[config.mk]
export PLATFORM = sky130hd
export DESIGN_NAME = stream_unpacker
export DESIGN_NICKNAME = d
export VERILOG_FILES = /design/src/verilog/deagg_pkg.sv /design/src/verilog/stream_unpacker.sv /design/src/verilog/deaggregator.sv /design/src/verilog/fetch_buffer.sv /design/src/verilog/lane_fifo.sv
export VERILOG_INCLUDE_DIRS = /design/src /design/src/verilog
export SDC_FILE = /design/constraint.sdc
export NUM_CORES = 1
export LEC_CHECK = 0
export CAP_MARGIN = 20
export CELL_PAD_IN_SITES_DETAIL_PLACEMENT = 0
export CELL_PAD_IN_SITES_GLOBAL_PLACEMENT = 1
export CORE_ASPECT_RATIO = 1.2
export CORE_MARGIN = 5
export CORE_UTILIZATION = 40
export DETAILED_ROUTE_END_ITERATION = 6
export DONT_BUFFER_PORTS = 1
export PLACE_DENSITY_LB_ADDON = 0.25
export SKIP_CTS_REPAIR_TIMING = 1
export SLEW_MARGIN = 5
export SYNTH_ARGS = -nofsm -noshare
export SYNTH_HDL_FRONTEND = slang
export SYNTH_SLANG_ARGS = --single-unit
[constraint.sdc]
create_clock -name clk -period 6.1 [get_ports clk]
set_input_delay 0.305 -clock clk [delete_from_list [all_inputs] [get_ports clk]]
set_output_delay 0.305 -clock clk [all_outputs]
set_load 0.05 [all_outputs]
[src/verilog/deagg_config.svh]
`ifndef DEAGG_CONFIG_SVH
`define DEAGG_CONFIG_SVH

// bits carried by one lane of a fetch word
`define DEAGG_DATA_WIDTH 16

// number of lanes packed into one wide fetch word
`define DEAGG_FETCH_WIDTH 4

// entries in each per-lane FIFO inside the deaggregator
// the occupancy counter in the deaggregator stops issuing dequeues at this value
`define DEAGG_LANE_DEPTH 3

`endif
[src/verilog/deagg_pkg.sv]
`include "deagg_config.svh"

package deagg_pkg;

  // a single lane as it leaves the unpacker
  typedef logic [`DEAGG_DATA_WIDTH-1:0] lane_t;

  // selects one lane of a fetch word, sized for the lane count
  typedef logic [$clog2(`DEAGG_FETCH_WIDTH)-1:0] lane_idx_t;

  // one wide fetch word as written by the upstream agent
  // the fetch buffer only moves it around, so it uses the flat view
  // the deaggregator splits it, so it reads the lane view
  // lane 0 sits in the least significant bits and is emitted first
  typedef union packed {
    logic [`DEAGG_FETCH_WIDTH*`DEAGG_DATA_WIDTH-1:0] flat;
    lane_t [`DEAGG_FETCH_WIDTH-1:0]                  lanes;
  } fetch_word_u;

endpackage

[src/verilog/stream_unpacker.sv]
module stream_unpacker import deagg_pkg::*; (
  input  logic        clk,
  input  logic        rst_n,
  input  fetch_word_u in_data,
  input  logic        in_enq,
  output logic        in_full_n,
  output lane_t       out_data,
  output logic        out_enq,
  input  logic        out_full_n
);

  // link between the fetch buffer and the deaggregator
  // buf_data lags buf_deq by one cycle
  fetch_word_u buf_data;
  logic        buf_empty_n;
  logic        buf_deq;

  // double buffer that holds up to two wide words from the upstream agent
  fetch_buffer u_fetch_buffer (
    .clk         (clk),
    .rst_n       (rst_n),
    .in_data     (in_data),
    .in_enq      (in_enq),
    .in_full_n   (in_full_n),
    .buf_data    (buf_data),
    .buf_deq     (buf_deq),
    .buf_empty_n (buf_empty_n)
  );

  // splits each word into lanes and hands them to the interface FIFO
  // one lane per transfer, lane 0 first
  deaggregator u_deaggregator (
    .clk         (clk),
    .rst_n       (rst_n),
    .buf_data    (buf_data),
    .buf_empty_n (buf_empty_n),
    .buf_deq     (buf_deq),
    .out_data    (out_data),
    .out_full_n  (out_full_n),
    .out_enq     (out_enq)
  );

endmodule

[src/verilog/deaggregator.sv]
`include "deagg_config.svh"

module deaggregator import deagg_pkg::*; (
  input  logic        clk,
  input  logic        rst_n,
  input  fetch_word_u buf_data,
  input  logic        buf_empty_n,
  output logic        buf_deq,
  output lane_t       out_data,
  input  logic        out_full_n,
  output logic        out_enq
);

  localparam int LANES = `DEAGG_FETCH_WIDTH;
  localparam int DEPTH = `DEAGG_LANE_DEPTH;
  localparam int OCC_W = $clog2(DEPTH + 1);

  // buf_deq delayed by one cycle, aligned with the registered buffer data
  logic             deq_d;
  // lane currently allowed to leave
  lane_idx_t        sel;
  // words stored in the lane FIFOs plus the one in flight from the buffer
  logic [OCC_W-1:0] occ;

  lane_t            lane_dout [LANES];
  logic [LANES-1:0] lane_empty_n;
  logic [LANES-1:0] lane_deq;
  logic             last_deq;

  // one FIFO per lane, all written together by the delayed strobe
  // every lane FIFO holds the same number of words once its lane has left,
  // so the occupancy counter stands in for their full flags
  for (genvar i = 0; i < LANES; i++) begin : g_lane
    lane_fifo #(
      .WIDTH ($bits(lane_t)),
      .DEPTH (DEPTH)
    ) u_lane_fifo (
      .clk     (clk),
      .rst_n   (rst_n),
      .din     (buf_data.lanes[i]),
      .enq     (deq_d),
      .full_n  (),
      .dout    (lane_dout[i]),
      .deq     (lane_deq[i]),
      .empty_n (lane_empty_n[i])
    );

    // only the selected lane may leave, and only when downstream has space
    assign lane_deq[i] = (sel == lane_idx_t'(i)) && out_full_n && lane_empty_n[i];
  end

  // the output multiplexer follows the select counter
  assign out_data = lane_dout[sel];
  assign out_enq  = out_full_n && lane_empty_n[sel];

  // a word is only freed from the lane FIFOs when its last lane leaves
  assign last_deq = lane_deq[LANES-1];

  // pull a new word only while the lane FIFOs can take it,
  // counting the word that is still on its way from the buffer
  assign buf_deq = buf_empty_n && (occ < OCC_W'(DEPTH));

  always_ff @(posedge clk) begin
    if (rst_n) begin
      deq_d <= 1'b0;
    end else begin
      deq_d <= buf_deq;
    end
  end

  // lanes leave in order starting from lane 0, then wrap to the next word
  always_ff @(posedge clk) begin
    if (rst_n) begin
      sel <= '0;
    end else if (out_enq) begin
      if (sel == lane_idx_t'(LANES - 1)) begin
        sel <= '0;
      end else begin
        sel <= sel + 1'b1;
      end
    end
  end

  // a dequeue and a last-lane exit in the same cycle cancel out
  always_ff @(posedge clk) begin
    if (rst_n) begin
      occ <= '0;
    end else if (buf_deq && !last_deq) begin
      occ <= occ + 1'b1;
    end else if (!buf_deq && last_deq) begin
      occ <= occ - 1'b1;
    end
  end

endmodule

[src/verilog/fetch_buffer.sv]
module fetch_buffer import deagg_pkg::*; (
  input  logic        clk,
  input  logic        rst_n,
  input  fetch_word_u in_data,
  input  logic        in_enq,
  output logic        in_full_n,
  output fetch_word_u buf_data,
  input  logic        buf_deq,
  output logic        buf_empty_n
);

  localparam int WORD_W = $bits(fetch_word_u);

  // the two halves of the double buffer hold flat words
  logic [WORD_W-1:0] entry [2];
  // write toggle points at the half the next word lands in
  logic              wr_sel;
  // read toggle points at the oldest held word
  logic              rd_sel;
  // number of halves currently holding a word, 0 to 2
  logic [1:0]        count;
  logic              do_enq;
  logic              do_deq;

  assign in_full_n   = (count != 2'd2);
  assign buf_empty_n = (count != 2'd0);

  // the upstream agent only writes while in_full_n is high
  assign do_enq = in_enq && in_full_n;
  assign do_deq = buf_deq && buf_empty_n;

  // a new word lands in the half picked by the write toggle
  always_ff @(posedge clk) begin
    if (do_enq) begin
      entry[wr_sel] <= in_data.flat;
    end
  end

  // read data is registered, so the word follows its dequeue by one cycle
  // the deaggregator delays its own strobe by one cycle to match
  always_ff @(posedge clk) begin
    if (do_deq) begin
      buf_data.flat <= entry[rd_sel];
    end
  end

  always_ff @(posedge clk) begin
    if (rst_n) begin
      wr_sel <= 1'b0;
      rd_sel <= 1'b0;
      count  <= 2'd0;
    end else begin
      if (do_enq) begin
        wr_sel <= ~wr_sel;
      end
      if (do_deq) begin
        rd_sel <= ~rd_sel;
      end
      // a write and a read in the same cycle swap one word for another
      case ({do_enq, do_deq})
        2'b10:   count <= count + 2'd1;
        2'b01:   count <= count - 2'd1;
        default: count <= count;
      endcase
    end
  end

endmodule

[src/verilog/lane_fifo.sv]
module lane_fifo #(
  parameter int WIDTH = 16,
  parameter int DEPTH = 3
) (
  input  logic             clk,
  input  logic             rst_n,
  input  logic [WIDTH-1:0] din,
  input  logic             enq,
  output logic             full_n,
  output logic [WIDTH-1:0] dout,
  input  logic             deq,
  output logic             empty_n
);

  localparam int PTR_W = (DEPTH > 1) ? $clog2(DEPTH) : 1;
  localparam int CNT_W = $clog2(DEPTH + 1);

  logic [WIDTH-1:0] mem [DEPTH];
  logic [PTR_W-1:0] wr_ptr;
  logic [PTR_W-1:0] rd_ptr;
  logic [CNT_W-1:0] count;
  logic             do_enq;
  logic             do_deq;

  // pointers walk a circular buffer whose depth need not be a power of two
  function automatic logic [PTR_W-1:0] ptr_inc(input logic [PTR_W-1:0] p);
    if (p == PTR_W'(DEPTH - 1)) begin
      return '0;
    end
    return p + 1'b1;
  endfunction

  assign full_n  = (count != CNT_W'(DEPTH));
  assign empty_n = (count != '0);

  // the head entry is visible without waiting for a dequeue
  assign dout = mem[rd_ptr];

  // a dequeue on an empty FIFO is ignored
  assign do_deq = deq && empty_n;
  // a full FIFO still accepts a word when the head leaves in the same cycle
  assign do_enq = enq && (full_n || do_deq);

  always_ff @(posedge clk) begin
    if (do_enq) begin
      mem[wr_ptr] <= din;
    end
  end

  always_ff @(posedge clk) begin
    if (rst_n) begin
      wr_ptr <= '0;
      rd_ptr <= '0;
      count  <= '0;
    end else begin
      if (do_enq) begin
        wr_ptr <= ptr_inc(wr_ptr);
      end
      if (do_deq) begin
        rd_ptr <= ptr_inc(rd_ptr);
      end
      // simultaneous enqueue and dequeue leave the count where it is
      case ({do_enq, do_deq})
        2'b10:   count <= count + 1'b1;
        2'b01:   count <= count - 1'b1;
        default: count <= count;
      endcase
    end
  end

endmodule

==> out/summary.log, run 1 <==
qor: worst_setup_path.end_kind output port
qor: pwr.ir_drop 0.272 mV
qor: cts.clk_root_buffer_cell sky130_fd_sc_hd__clkbuf_16
qor: timing.worst_clock_skew 0.0231 ns
qor: job.cap_viol_max_count 0
qor: layout.fill_cells 3284
qor: die.die-width 191 um
qor: synth.postSynthAreaPerCell 17.8 um^2
qor: die.starting_density_of_the_core 40.5%
qor: cts.cts_inserted_buffers 42
qor: pwr.power_density 440 nW/um^2
qor: cts.clock_path_buffers 3
qor: timing.tns 0 ns
qor: worst_setup_path.reg2reg_from u_deaggregator.sel[0]
qor: route.drtPass1Iterations 4
qor: hold_path.hold_class primary input to flip-flop
qor: placed_design.detailed_placer_s_ending_hpwl 18800 um
qor: synth.yosys.area.top_type sky130_fd_sc_hd__edfxtp_1
qor: synth.syn_inst 883
qor: timing.fin_hold_ws -0.00113 ns
qor: cts.clock_insertion_delay_worst_skew 0.55 ns
qor: global_routing.first_pass_grt_wire_length 44800 um
qor: timing.highest_clock_rate 315 MHz
qor: status.run_status finished, violations left
qor: synth.yosysMostFrequentCell sky130_fd_sc_hd__edfxtp_1
qor: synth.synth_seq_area_share 78.4%
qor: worst_setup_path.r2r.worst_path.cells 5
qor: synth.yosys-top-cells-count 384 x sky130_fd_sc_hd__edfxtp_1, 80 x sky130_fd_sc_hd__nand2_1, 77 x sky130_fd_sc_hd__o21ai_0, 67 x sky130_fd_sc_hd__mux2_2, 67 x sky130_fd_sc_hd__mux2i_1
qor: synth.post_synth_fa_ha_maj_area_fraction 0.477%
qor: synth.synth.area.mux_share 11.5%
qor: synth.yosys_most_used_dff sky130_fd_sc_hd__edfxtp_1
qor: cts.cts.sink_count 425
qor: synth.synth.distinct_cells 36
qor: synth.yosys-top-cells-area sky130_fd_sc_hd__edfxtp_1 73%, sky130_fd_sc_hd__dfxtp_1 5.2%, sky130_fd_sc_hd__mux2_2 4.8%
qor: synth.synth-compound-area-share 3.87%
qor: global_routing.overflow 0
qor: route.finalWirelength 29700 um
qor: synth.synth_seq_cells 425
qor: worst_setup_path.maximum_fanout_along_the_worst_path 16
qor: layout.insertedDiodeCount 0
qor: die.io-pin-count 86
qor: route.dr.first_iter.drc_count 408
qor: placed_design.post_dp_cell_area 16400 um^2
qor: synth.synth_top_family_by_area multiplexers
qor: global_routing.maximum_number_of_pins_on_one_net_before_global_route_repair 66
qor: hold_path.worst_hold_path.endpoint u_deaggregator.g_lane[0].u_lane_fifo.count[0]
qor: route.vias 7395
qor: synth.postSynth.asyncResetShare 0%
qor: hold_path.holdCritStartpoint rst_n
qor: timing.finalSetupViolCount 0
qor: die.num_rows 79
qor: layout.post_route_cells_drive_above_1_share 16.4%
qor: worst_setup_path.crit_reg_reg_endpoint u_deaggregator.g_lane[1].u_lane_fifo.mem[0][3]
qor: global_routing.grt_use_total 13.8%
qor: timing.drv_slew 0
qor: global_routing.grt.met2_usage 23.3%
qor: pwr.leakage_power_of_the_design 5.75 nW
qor: synth.yosys.area.top_type_share 73.2%
qor: worst_setup_path.cp_data_required_time 5.79 ns
qor: synth.yosysWarnings 0
qor: timing.finalHoldViolCount 1
qor: global_routing.met1_usage 17.7%
qor: cts.cts_htree_levels 2
qor: die.die-height 227 um
qor: timing.worst_slew_margin_rel 29.9%
qor: global_routing.busiest_layer met2
qor: die.die_area 43500 um^2
qor: timing.min_period_over_period 52.0%
qor: global_routing.grt_pass1_vias 7283
qor: cts.cts_tree built
qor: synth.syn_area 15800 um^2
qor: worst_setup_path.timing.setup.critical_path_class flip-flop to output port
qor: route.wl_per_cell 19.5 um
qor: synth.synthSimpleGateAreaFrac 4.02%
qor: worst_setup_path.cp-start-kind flip-flop
qor: hold_path.holdPathStages 2
qor: route.post_route_antenna_net_violation_count 0
qor: global_routing.antenna_found_initial 1
qor: timing.setup_repair_after_global_routing_missed_its_margin false
qor: placed_design.numPortBuffers 0
qor: cts.worst_setup_hold_path_clk_slew 0.06 ns
qor: synth.post_synth_xor_area_fraction 0.445%
qor: layout.stdcell_area 18300 um^2
qor: timing.max_slew.worst_pin.slew 1.05 ns
qor: synth.synth_edf_count 384
qor: status.violations negative hold slack
qor: pwr.design_power_total 8.04 mW
qor: die.placeableCoreArea 38800 um^2
qor: global_routing.grt.met3_usage 3.53%
qor: synth.synth.net_count 957
qor: route.dr_vias_cell 4.86
qor: route.drc 0
qor: placed_design.gp_congestion 0.755
qor: worst_setup_path.crit_arrival 2.87 ns
qor: worst_setup_path.ff2ff_setup_slack 3.04 ns
qor: layout.fin_nets 1041
qor: timing.minimum_period_implied_by_the_final_worst_setup_slack 3.17 ns
qor: layout.flow.area_growth_from_synthesis 16.0%
==> power by group <==
part           switching (mW)  internal [mW]
sequential              0.378           4.03
clock                    1.02           1.31
combinational           0.865          0.437
total                    2.27           5.78
==> cell usage in the layout, fill, tap and decap left out, types with 2 or more instances in the layout <==
| cell type | netlist | final |
|---|---|---|
| sky130_fd_sc_hd__edfxtp_1 | 384 | 384 |
| sky130_fd_sc_hd__nand2_1 | 80 | 80 |
| sky130_fd_sc_hd__o21ai_0 | 77 | 77 |
| sky130_fd_sc_hd__mux2_2 | 67 | 67 |
| sky130_fd_sc_hd__mux2i_1 | 67 | 67 |
| sky130_fd_sc_hd__dlygate4sd3_1 | 0 | 64 |
| sky130_fd_sc_hd__clkbuf_16 | 0 | 42 |
| sky130_fd_sc_hd__dfxtp_1 | 41 | 40 |
| sky130_fd_sc_hd__a21oi_1 | 21 | 20 |
| sky130_fd_sc_hd__nor2_1 | 20 | 19 |
| sky130_fd_sc_hd__clkinv_1 | 0 | 12 |
| sky130_fd_sc_hd__buf_4 | 5 | 12 |
| sky130_fd_sc_hd__mux4_2 | 11 | 11 |
| sky130_fd_sc_hd__clkbuf_1 | 17 | 10 |
| sky130_fd_sc_hd__nor3b_2 | 0 | 8 |
| sky130_fd_sc_hd__inv_1 | 7 | 7 |
| sky130_fd_sc_hd__nor3_1 | 6 | 6 |
| sky130_fd_sc_hd__and2_1 | 6 | 6 |
| sky130_fd_sc_hd__or3_1 | 6 | 6 |
| sky130_fd_sc_hd__ha_1 | 6 | 6 |
| sky130_fd_sc_hd__mux4_1 | 5 | 5 |
| sky130_fd_sc_hd__xor2_1 | 5 | 5 |
| sky130_fd_sc_hd__clkinv_2 | 0 | 5 |
| sky130_fd_sc_hd__o211ai_1 | 4 | 4 |
| sky130_fd_sc_hd__nor2b_1 | 4 | 4 |
| sky130_fd_sc_hd__o21ba_2 | 4 | 4 |
| sky130_fd_sc_hd__nor3b_1 | 11 | 3 |
| sky130_fd_sc_hd__xnor2_1 | 3 | 3 |
| sky130_fd_sc_hd__a31o_2 | 2 | 2 |
| sky130_fd_sc_hd__inv_6 | 0 | 2 |
==> worst max-delay path by stage <==
stage	endpoint	slack, ns
after detailed placement	u_deaggregator.g_lane[0].u_lane_fifo.mem[0][2]	3.06
after global placement	u_deaggregator.g_lane[0].u_lane_fifo.mem[0][2]	3.11
after global routing	out_data[15]	2.75
final	out_data[12]	2.93
after CTS	out_data[4]	2.79
after floorplan	u_deaggregator.occ[1]	1.16
==> flip-flops by register name, summed over array words and instances, names as in the netlist, named ones only <==
| name | count |
|---|---|
| u_fetch_buffer.wr_sel | 1 |
| u_fetch_buffer.count | 2 |
| u_fetch_buffer.rd_sel | 1 |
| u_deaggregator.occ | 2 |
| u_deaggregator.g_lane.u_lane_fifo.mem | 192 |
| u_deaggregator.g_lane.u_lane_fifo.wr_ptr | 8 |
| u_deaggregator.sel | 2 |
| u_fetch_buffer.entry | 128 |
| u_deaggregator.g_lane.u_lane_fifo.count | 8 |
| u_fetch_buffer.buf_data | 64 |
| u_deaggregator.g_lane.u_lane_fifo.rd_ptr | 8 |
| u_deaggregator.deq_d | 1 |
==> worst max-delay path, cell delays in order, from the launching register on <==
cell and delay (ns):
sky130_fd_sc_hd__dfxtp_1 0.98, sky130_fd_sc_hd__mux2i_1 0.28, sky130_fd_sc_hd__o21ai_0 0.21, sky130_fd_sc_hd__mux4_1 0.86
==> through the flow <==
stage          utilization, %  std cells  worst slack (ns)
2_1_floorplan               -        883              1.16
3_3_place_gp             42.2       1384              3.11
3_5_place_dp             42.2       1384              3.06
4_1_cts                  45.3       1458              2.79
5_1_grt                  47.0       1523              2.75
6_report                 47.0       1523              2.93
==> metal layers <==
metal / up-vias / share of wire, %
li1: 3556 / -
met1: 3645 / 43
met2: 139 / 50
met3: 55 / 5.0
met4: 0 / 2.9
met5: - / 0
==> cells by family after synthesis <==
| logic type | Yosys count |
|---|---|
| adder cells (fa/ha/maj) | 6 |
| multiplexers | 150 |
| AND/OR/NAND/NOR | 139 |
| XOR/XNOR | 8 |
| buffers and inverters | 44 |
| AO/OA/AOI/OAI | 111 |
| flip-flops | 425 |
==> area by class of cell <==
type | count | area (um^2) | share of cell area (%)
Clock inverter | 22 | 143 | 0.781
Sequential cell | 425 | 12400 | 67.6
Multi-Input combinational cell | 414 | 3250 | 17.8
Timing Repair Buffer | 77 | 751 | 4.11
Inverter | 7 | 26.3 | 0.144
Clock buffer | 52 | 1090 | 5.96
Tap cell | 526 | 658 | 3.60
Note: power is estimated with default switching activity, not from simulation.
==> run 2, diff against run 1 <==
clock period = 2.7 ns   (was 6.1 ns; I/O delays follow)
==> out/summary.log, run 2 (synthesis gave the netlist of run 1 again) <==
qor: route.dr_vias_cell 4.86 [about the same]
qor: cts.cts_htree_levels 2 [unchanged]
qor: layout.flow.area_growth_from_synthesis 19.4% [was 16.0%]
qor: worst_setup_path.timing.setup.critical_path_class flip-flop to output port [unchanged]
qor: global_routing.grt_pass1_vias 7473 [was 7283]
qor: timing.worst_clock_skew 0.0158 ns [was 0.0231 ns]
qor: pwr.leakage_power_of_the_design 6.05 nW [was 5.75 nW]
qor: layout.reg.largest.list u_deaggregator.g_lane.u_lane_fifo.mem (192), u_fetch_buffer.entry (128), u_fetch_buffer.buf_data (64) [unchanged]
qor: timing.finalSetupViolCount 0 [unchanged]
qor: route.dr.first_iter.drc_count 468 [was 408]
qor: pwr.power_density 997 nW/um^2 [was 440 nW/um^2]
qor: global_routing.grt_use_total 14.0% [was 13.8%]
qor: pwr.design_power_total 18.8 mW [was 8.04 mW]
qor: layout.final-seq-area 12400 um^2 [about the same]
qor: die.die-height 227 um [unchanged]
qor: die.num_rows 79 [unchanged]
qor: timing.drv_slew 0 [unchanged]
qor: placed_design.gp_congestion 0.809 [was 0.755]
qor: placed_design.detailed_placer_s_ending_hpwl 20600 um [was 18800 um]
qor: cts.cts_inserted_buffers 42 [unchanged]
qor: global_routing.maximum_number_of_pins_on_one_net_before_global_route_repair 39 [was 66]
qor: layout.insertedDiodeCount 0 [unchanged]
qor: route.vias 7622 [was 7395]
qor: layout.mostFrequentLayoutCell sky130_fd_sc_hd__edfxtp_1 [unchanged]
qor: placed_design.place.detailed.instances 1425 [was 1384]
qor: layout.post_route_cells_drive_above_1_share 20.5% [was 16.4%]
qor: global_routing.antenna_found_initial 1 [unchanged]
qor: cts.clock_path_buffers 3 [unchanged]
qor: timing.min_period_over_period 96.4%
qor: layout.fill_cells 3231 [was 3284]
qor: layout.max_flop_register u_deaggregator.g_lane.u_lane_fifo.mem [unchanged]
qor: cts.worst_setup_hold_path_clk_slew 0.06 ns [about the same]
qor: timing.highest_clock_rate 384 MHz
qor: timing.fin_hold_ws 0.0221 ns [was -0.00113 ns]
qor: global_routing.overflow 0 [unchanged]
qor: pwr.ir_drop 0.743 mV [was 0.272 mV]
qor: cts.clk_root_buffer_cell sky130_fd_sc_hd__clkbuf_16 [unchanged]
qor: route.drtPass1Iterations 4 [unchanged]
qor: route.drc 0 [unchanged]
qor: die.starting_density_of_the_core 40.5% [unchanged]
qor: route.wl_per_cell 19.4 um [was 19.5 um]
qor: route.post_route_antenna_net_violation_count 0 [unchanged]
qor: layout.most-common-layout-cells 384 x sky130_fd_sc_hd__edfxtp_1, 80 x sky130_fd_sc_hd__nand2_1, 76 x sky130_fd_sc_hd__o21ai_0, 69 x sky130_fd_sc_hd__dlygate4sd3_1 [was 384 x sky130_fd_sc_hd__edfxtp_1, 80 x sky130_fd_sc_hd__nand2_1, 77 x sky130_fd_sc_hd__o21ai_0, 67 x sky130_fd_sc_hd__mux2_2, 67 x sky130_fd_sc_hd__mux2i_1]
qor: timing.max_slew.worst_pin.slew 0.729 ns [was 1.05 ns]
qor: worst_setup_path.critical-path-slowest-cell sky130_fd_sc_hd__mux4_2 [was sky130_fd_sc_hd__dfxtp_1]
qor: global_routing.first_pass_grt_wire_length 45600 um [was 44800 um]
qor: layout.largest_register_ffs 192 [unchanged]
qor: placed_design.pre_cts_slack 0.476 ns [was 3.06 ns]
qor: die.io-pin-count 86 [unchanged]
qor: worst_setup_path.critical-path-max-stage-delay 0.69 ns [was 0.98 ns]
qor: layout.fin_nets 1087 [was 1041]
qor: layout.multi_input_comb_area 3250 um^2 [about the same]
qor: worst_setup_path.cp_data_required_time 2.57 ns [was 5.79 ns]
qor: die.die-width 191 um [unchanged]
qor: placed_design.numPortBuffers 0 [unchanged]
qor: die.die_area 43500 um^2 [unchanged]
qor: worst_setup_path.crit_arrival 2.47 ns [was 2.87 ns]
qor: worst_setup_path.cp-start-kind flip-flop [unchanged]
qor: route.finalWirelength 30400 um [was 29700 um]
qor: worst_setup_path.path_cells buf_4 -> buf_4 -> mux2i_1 -> o21ai_0 -> mux4_2 [was mux2i_1 -> o21ai_0 -> mux4_1]
qor: job.cap_viol_max_count 0 [unchanged]
qor: hold_path.hold_class primary input to flip-flop [unchanged]
qor: timing.worst_slack 0.0981 ns [was 2.93 ns]
qor: layout.utilization 48.4% [was 47.0%]
qor: timing.finalHoldViolCount 0 [was 1]
qor: layout.layout.cells.non_filler 1568 [was 1523]
qor: timing.minimum_period_implied_by_the_final_worst_setup_slack 2.60 ns
qor: timing.worst_slew_margin_rel 51.4% [was 29.9%]
qor: timing.setup_repair_after_global_routing_missed_its_margin false [unchanged]
qor: die.placeableCoreArea 38800 um^2 [unchanged]
qor: worst_setup_path.maximum_fanout_along_the_worst_path 7 [was 16]
qor: worst_setup_path.end_kind output port [unchanged]
qor: worst_setup_path.critical-path-top-cell-by-count sky130_fd_sc_hd__buf_4
qor: cts.clock_insertion_delay_worst_skew 0.54 ns [was 0.55 ns]
qor: cts.cts.sink_count 425 [unchanged]
qor: status.run_status finished clean [was finished, violations left]
qor: cts.cts_tree built [unchanged]
[run 2: changes by cell type in the layout (fill, tap and decap cells not counted), moves of 2 or more]
cell and delta:
sky130_fd_sc_hd__inv_6 -2, sky130_fd_sc_hd__buf_12 +7, sky130_fd_sc_hd__clkbuf_1 -2, sky130_fd_sc_hd__bufinv_16 +2, sky130_fd_sc_hd__buf_4 +34, sky130_fd_sc_hd__clkbuf_16 +3, sky130_fd_sc_hd__dlygate4sd3_1 +5, sky130_fd_sc_hd__dfxtp_2 +7
sky130_fd_sc_hd__dfxtp_1 -6
[run 2: layer usage]
layer | vias up | GRT usage, % | wire length [um]
li1 | 3653 | - | -
met1 | 3797 | 18.0 | 13100
met2 | 131 | 24.1 | 15600
met3 | 41 | 3.10 | 1120
met4 | 0 | 4.01 | 636
met5 | - | 0 | 0
[run 2: final timing paths]
check / startpoint / end / slack (ns) / cells after the start
hold reg to reg: u_fetch_buffer.buf_data[40] / u_deaggregator.g_lane[2].u_lane_fifo.mem[2][8] / 0.47 / 0
hold / removal: out_full_n / flip-flop / 0.02 / 3
setup / recovery: flip-flop / out_data[2] / 0.1 / 5
setup reg to reg: u_deaggregator.sel[1] / u_deaggregator.g_lane[1].u_lane_fifo.mem[0][15] / 0.43 / 7
[run 2: stage by stage]
stage                     setup TNS (ns)  instance area (um^2)
after CTS                         -0.301                 18100
after floorplan                        0                 15800
final                                  0                 18800
after global routing                   0                 18800
after global placement                 0                 16800
after detailed placement               0                 16800
[run 2: area by class of cell]
class | instances | area share (%)
Timing Repair Buffer | 123 | 6.36
Clock inverter | 20 | 0.891
Tap cell | 526 | 3.50
Sequential cell | 425 | 65.7
Clock buffer | 53 | 6.15
Inverter | 7 | 0.140
Multi-Input combinational cell | 414 | 17.3
[run 2: worst max-delay path: cells and delay by family, from the launching register on]
family | cells | cell delay [ns]
compound gates | 1 | 0.17
flops | 1 | 0.46
buf+inv | 2 | 0.39
mux | 2 | 0.89
[run 2: power by group]
part	total [mW]	switching, mW	internal (mW)	leakage [nW]
Combinational	3.38	2.17	1.22	1.52
Sequential	9.79	0.697	9.09	3.88
Clock	5.59	2.29	3.30	0.644
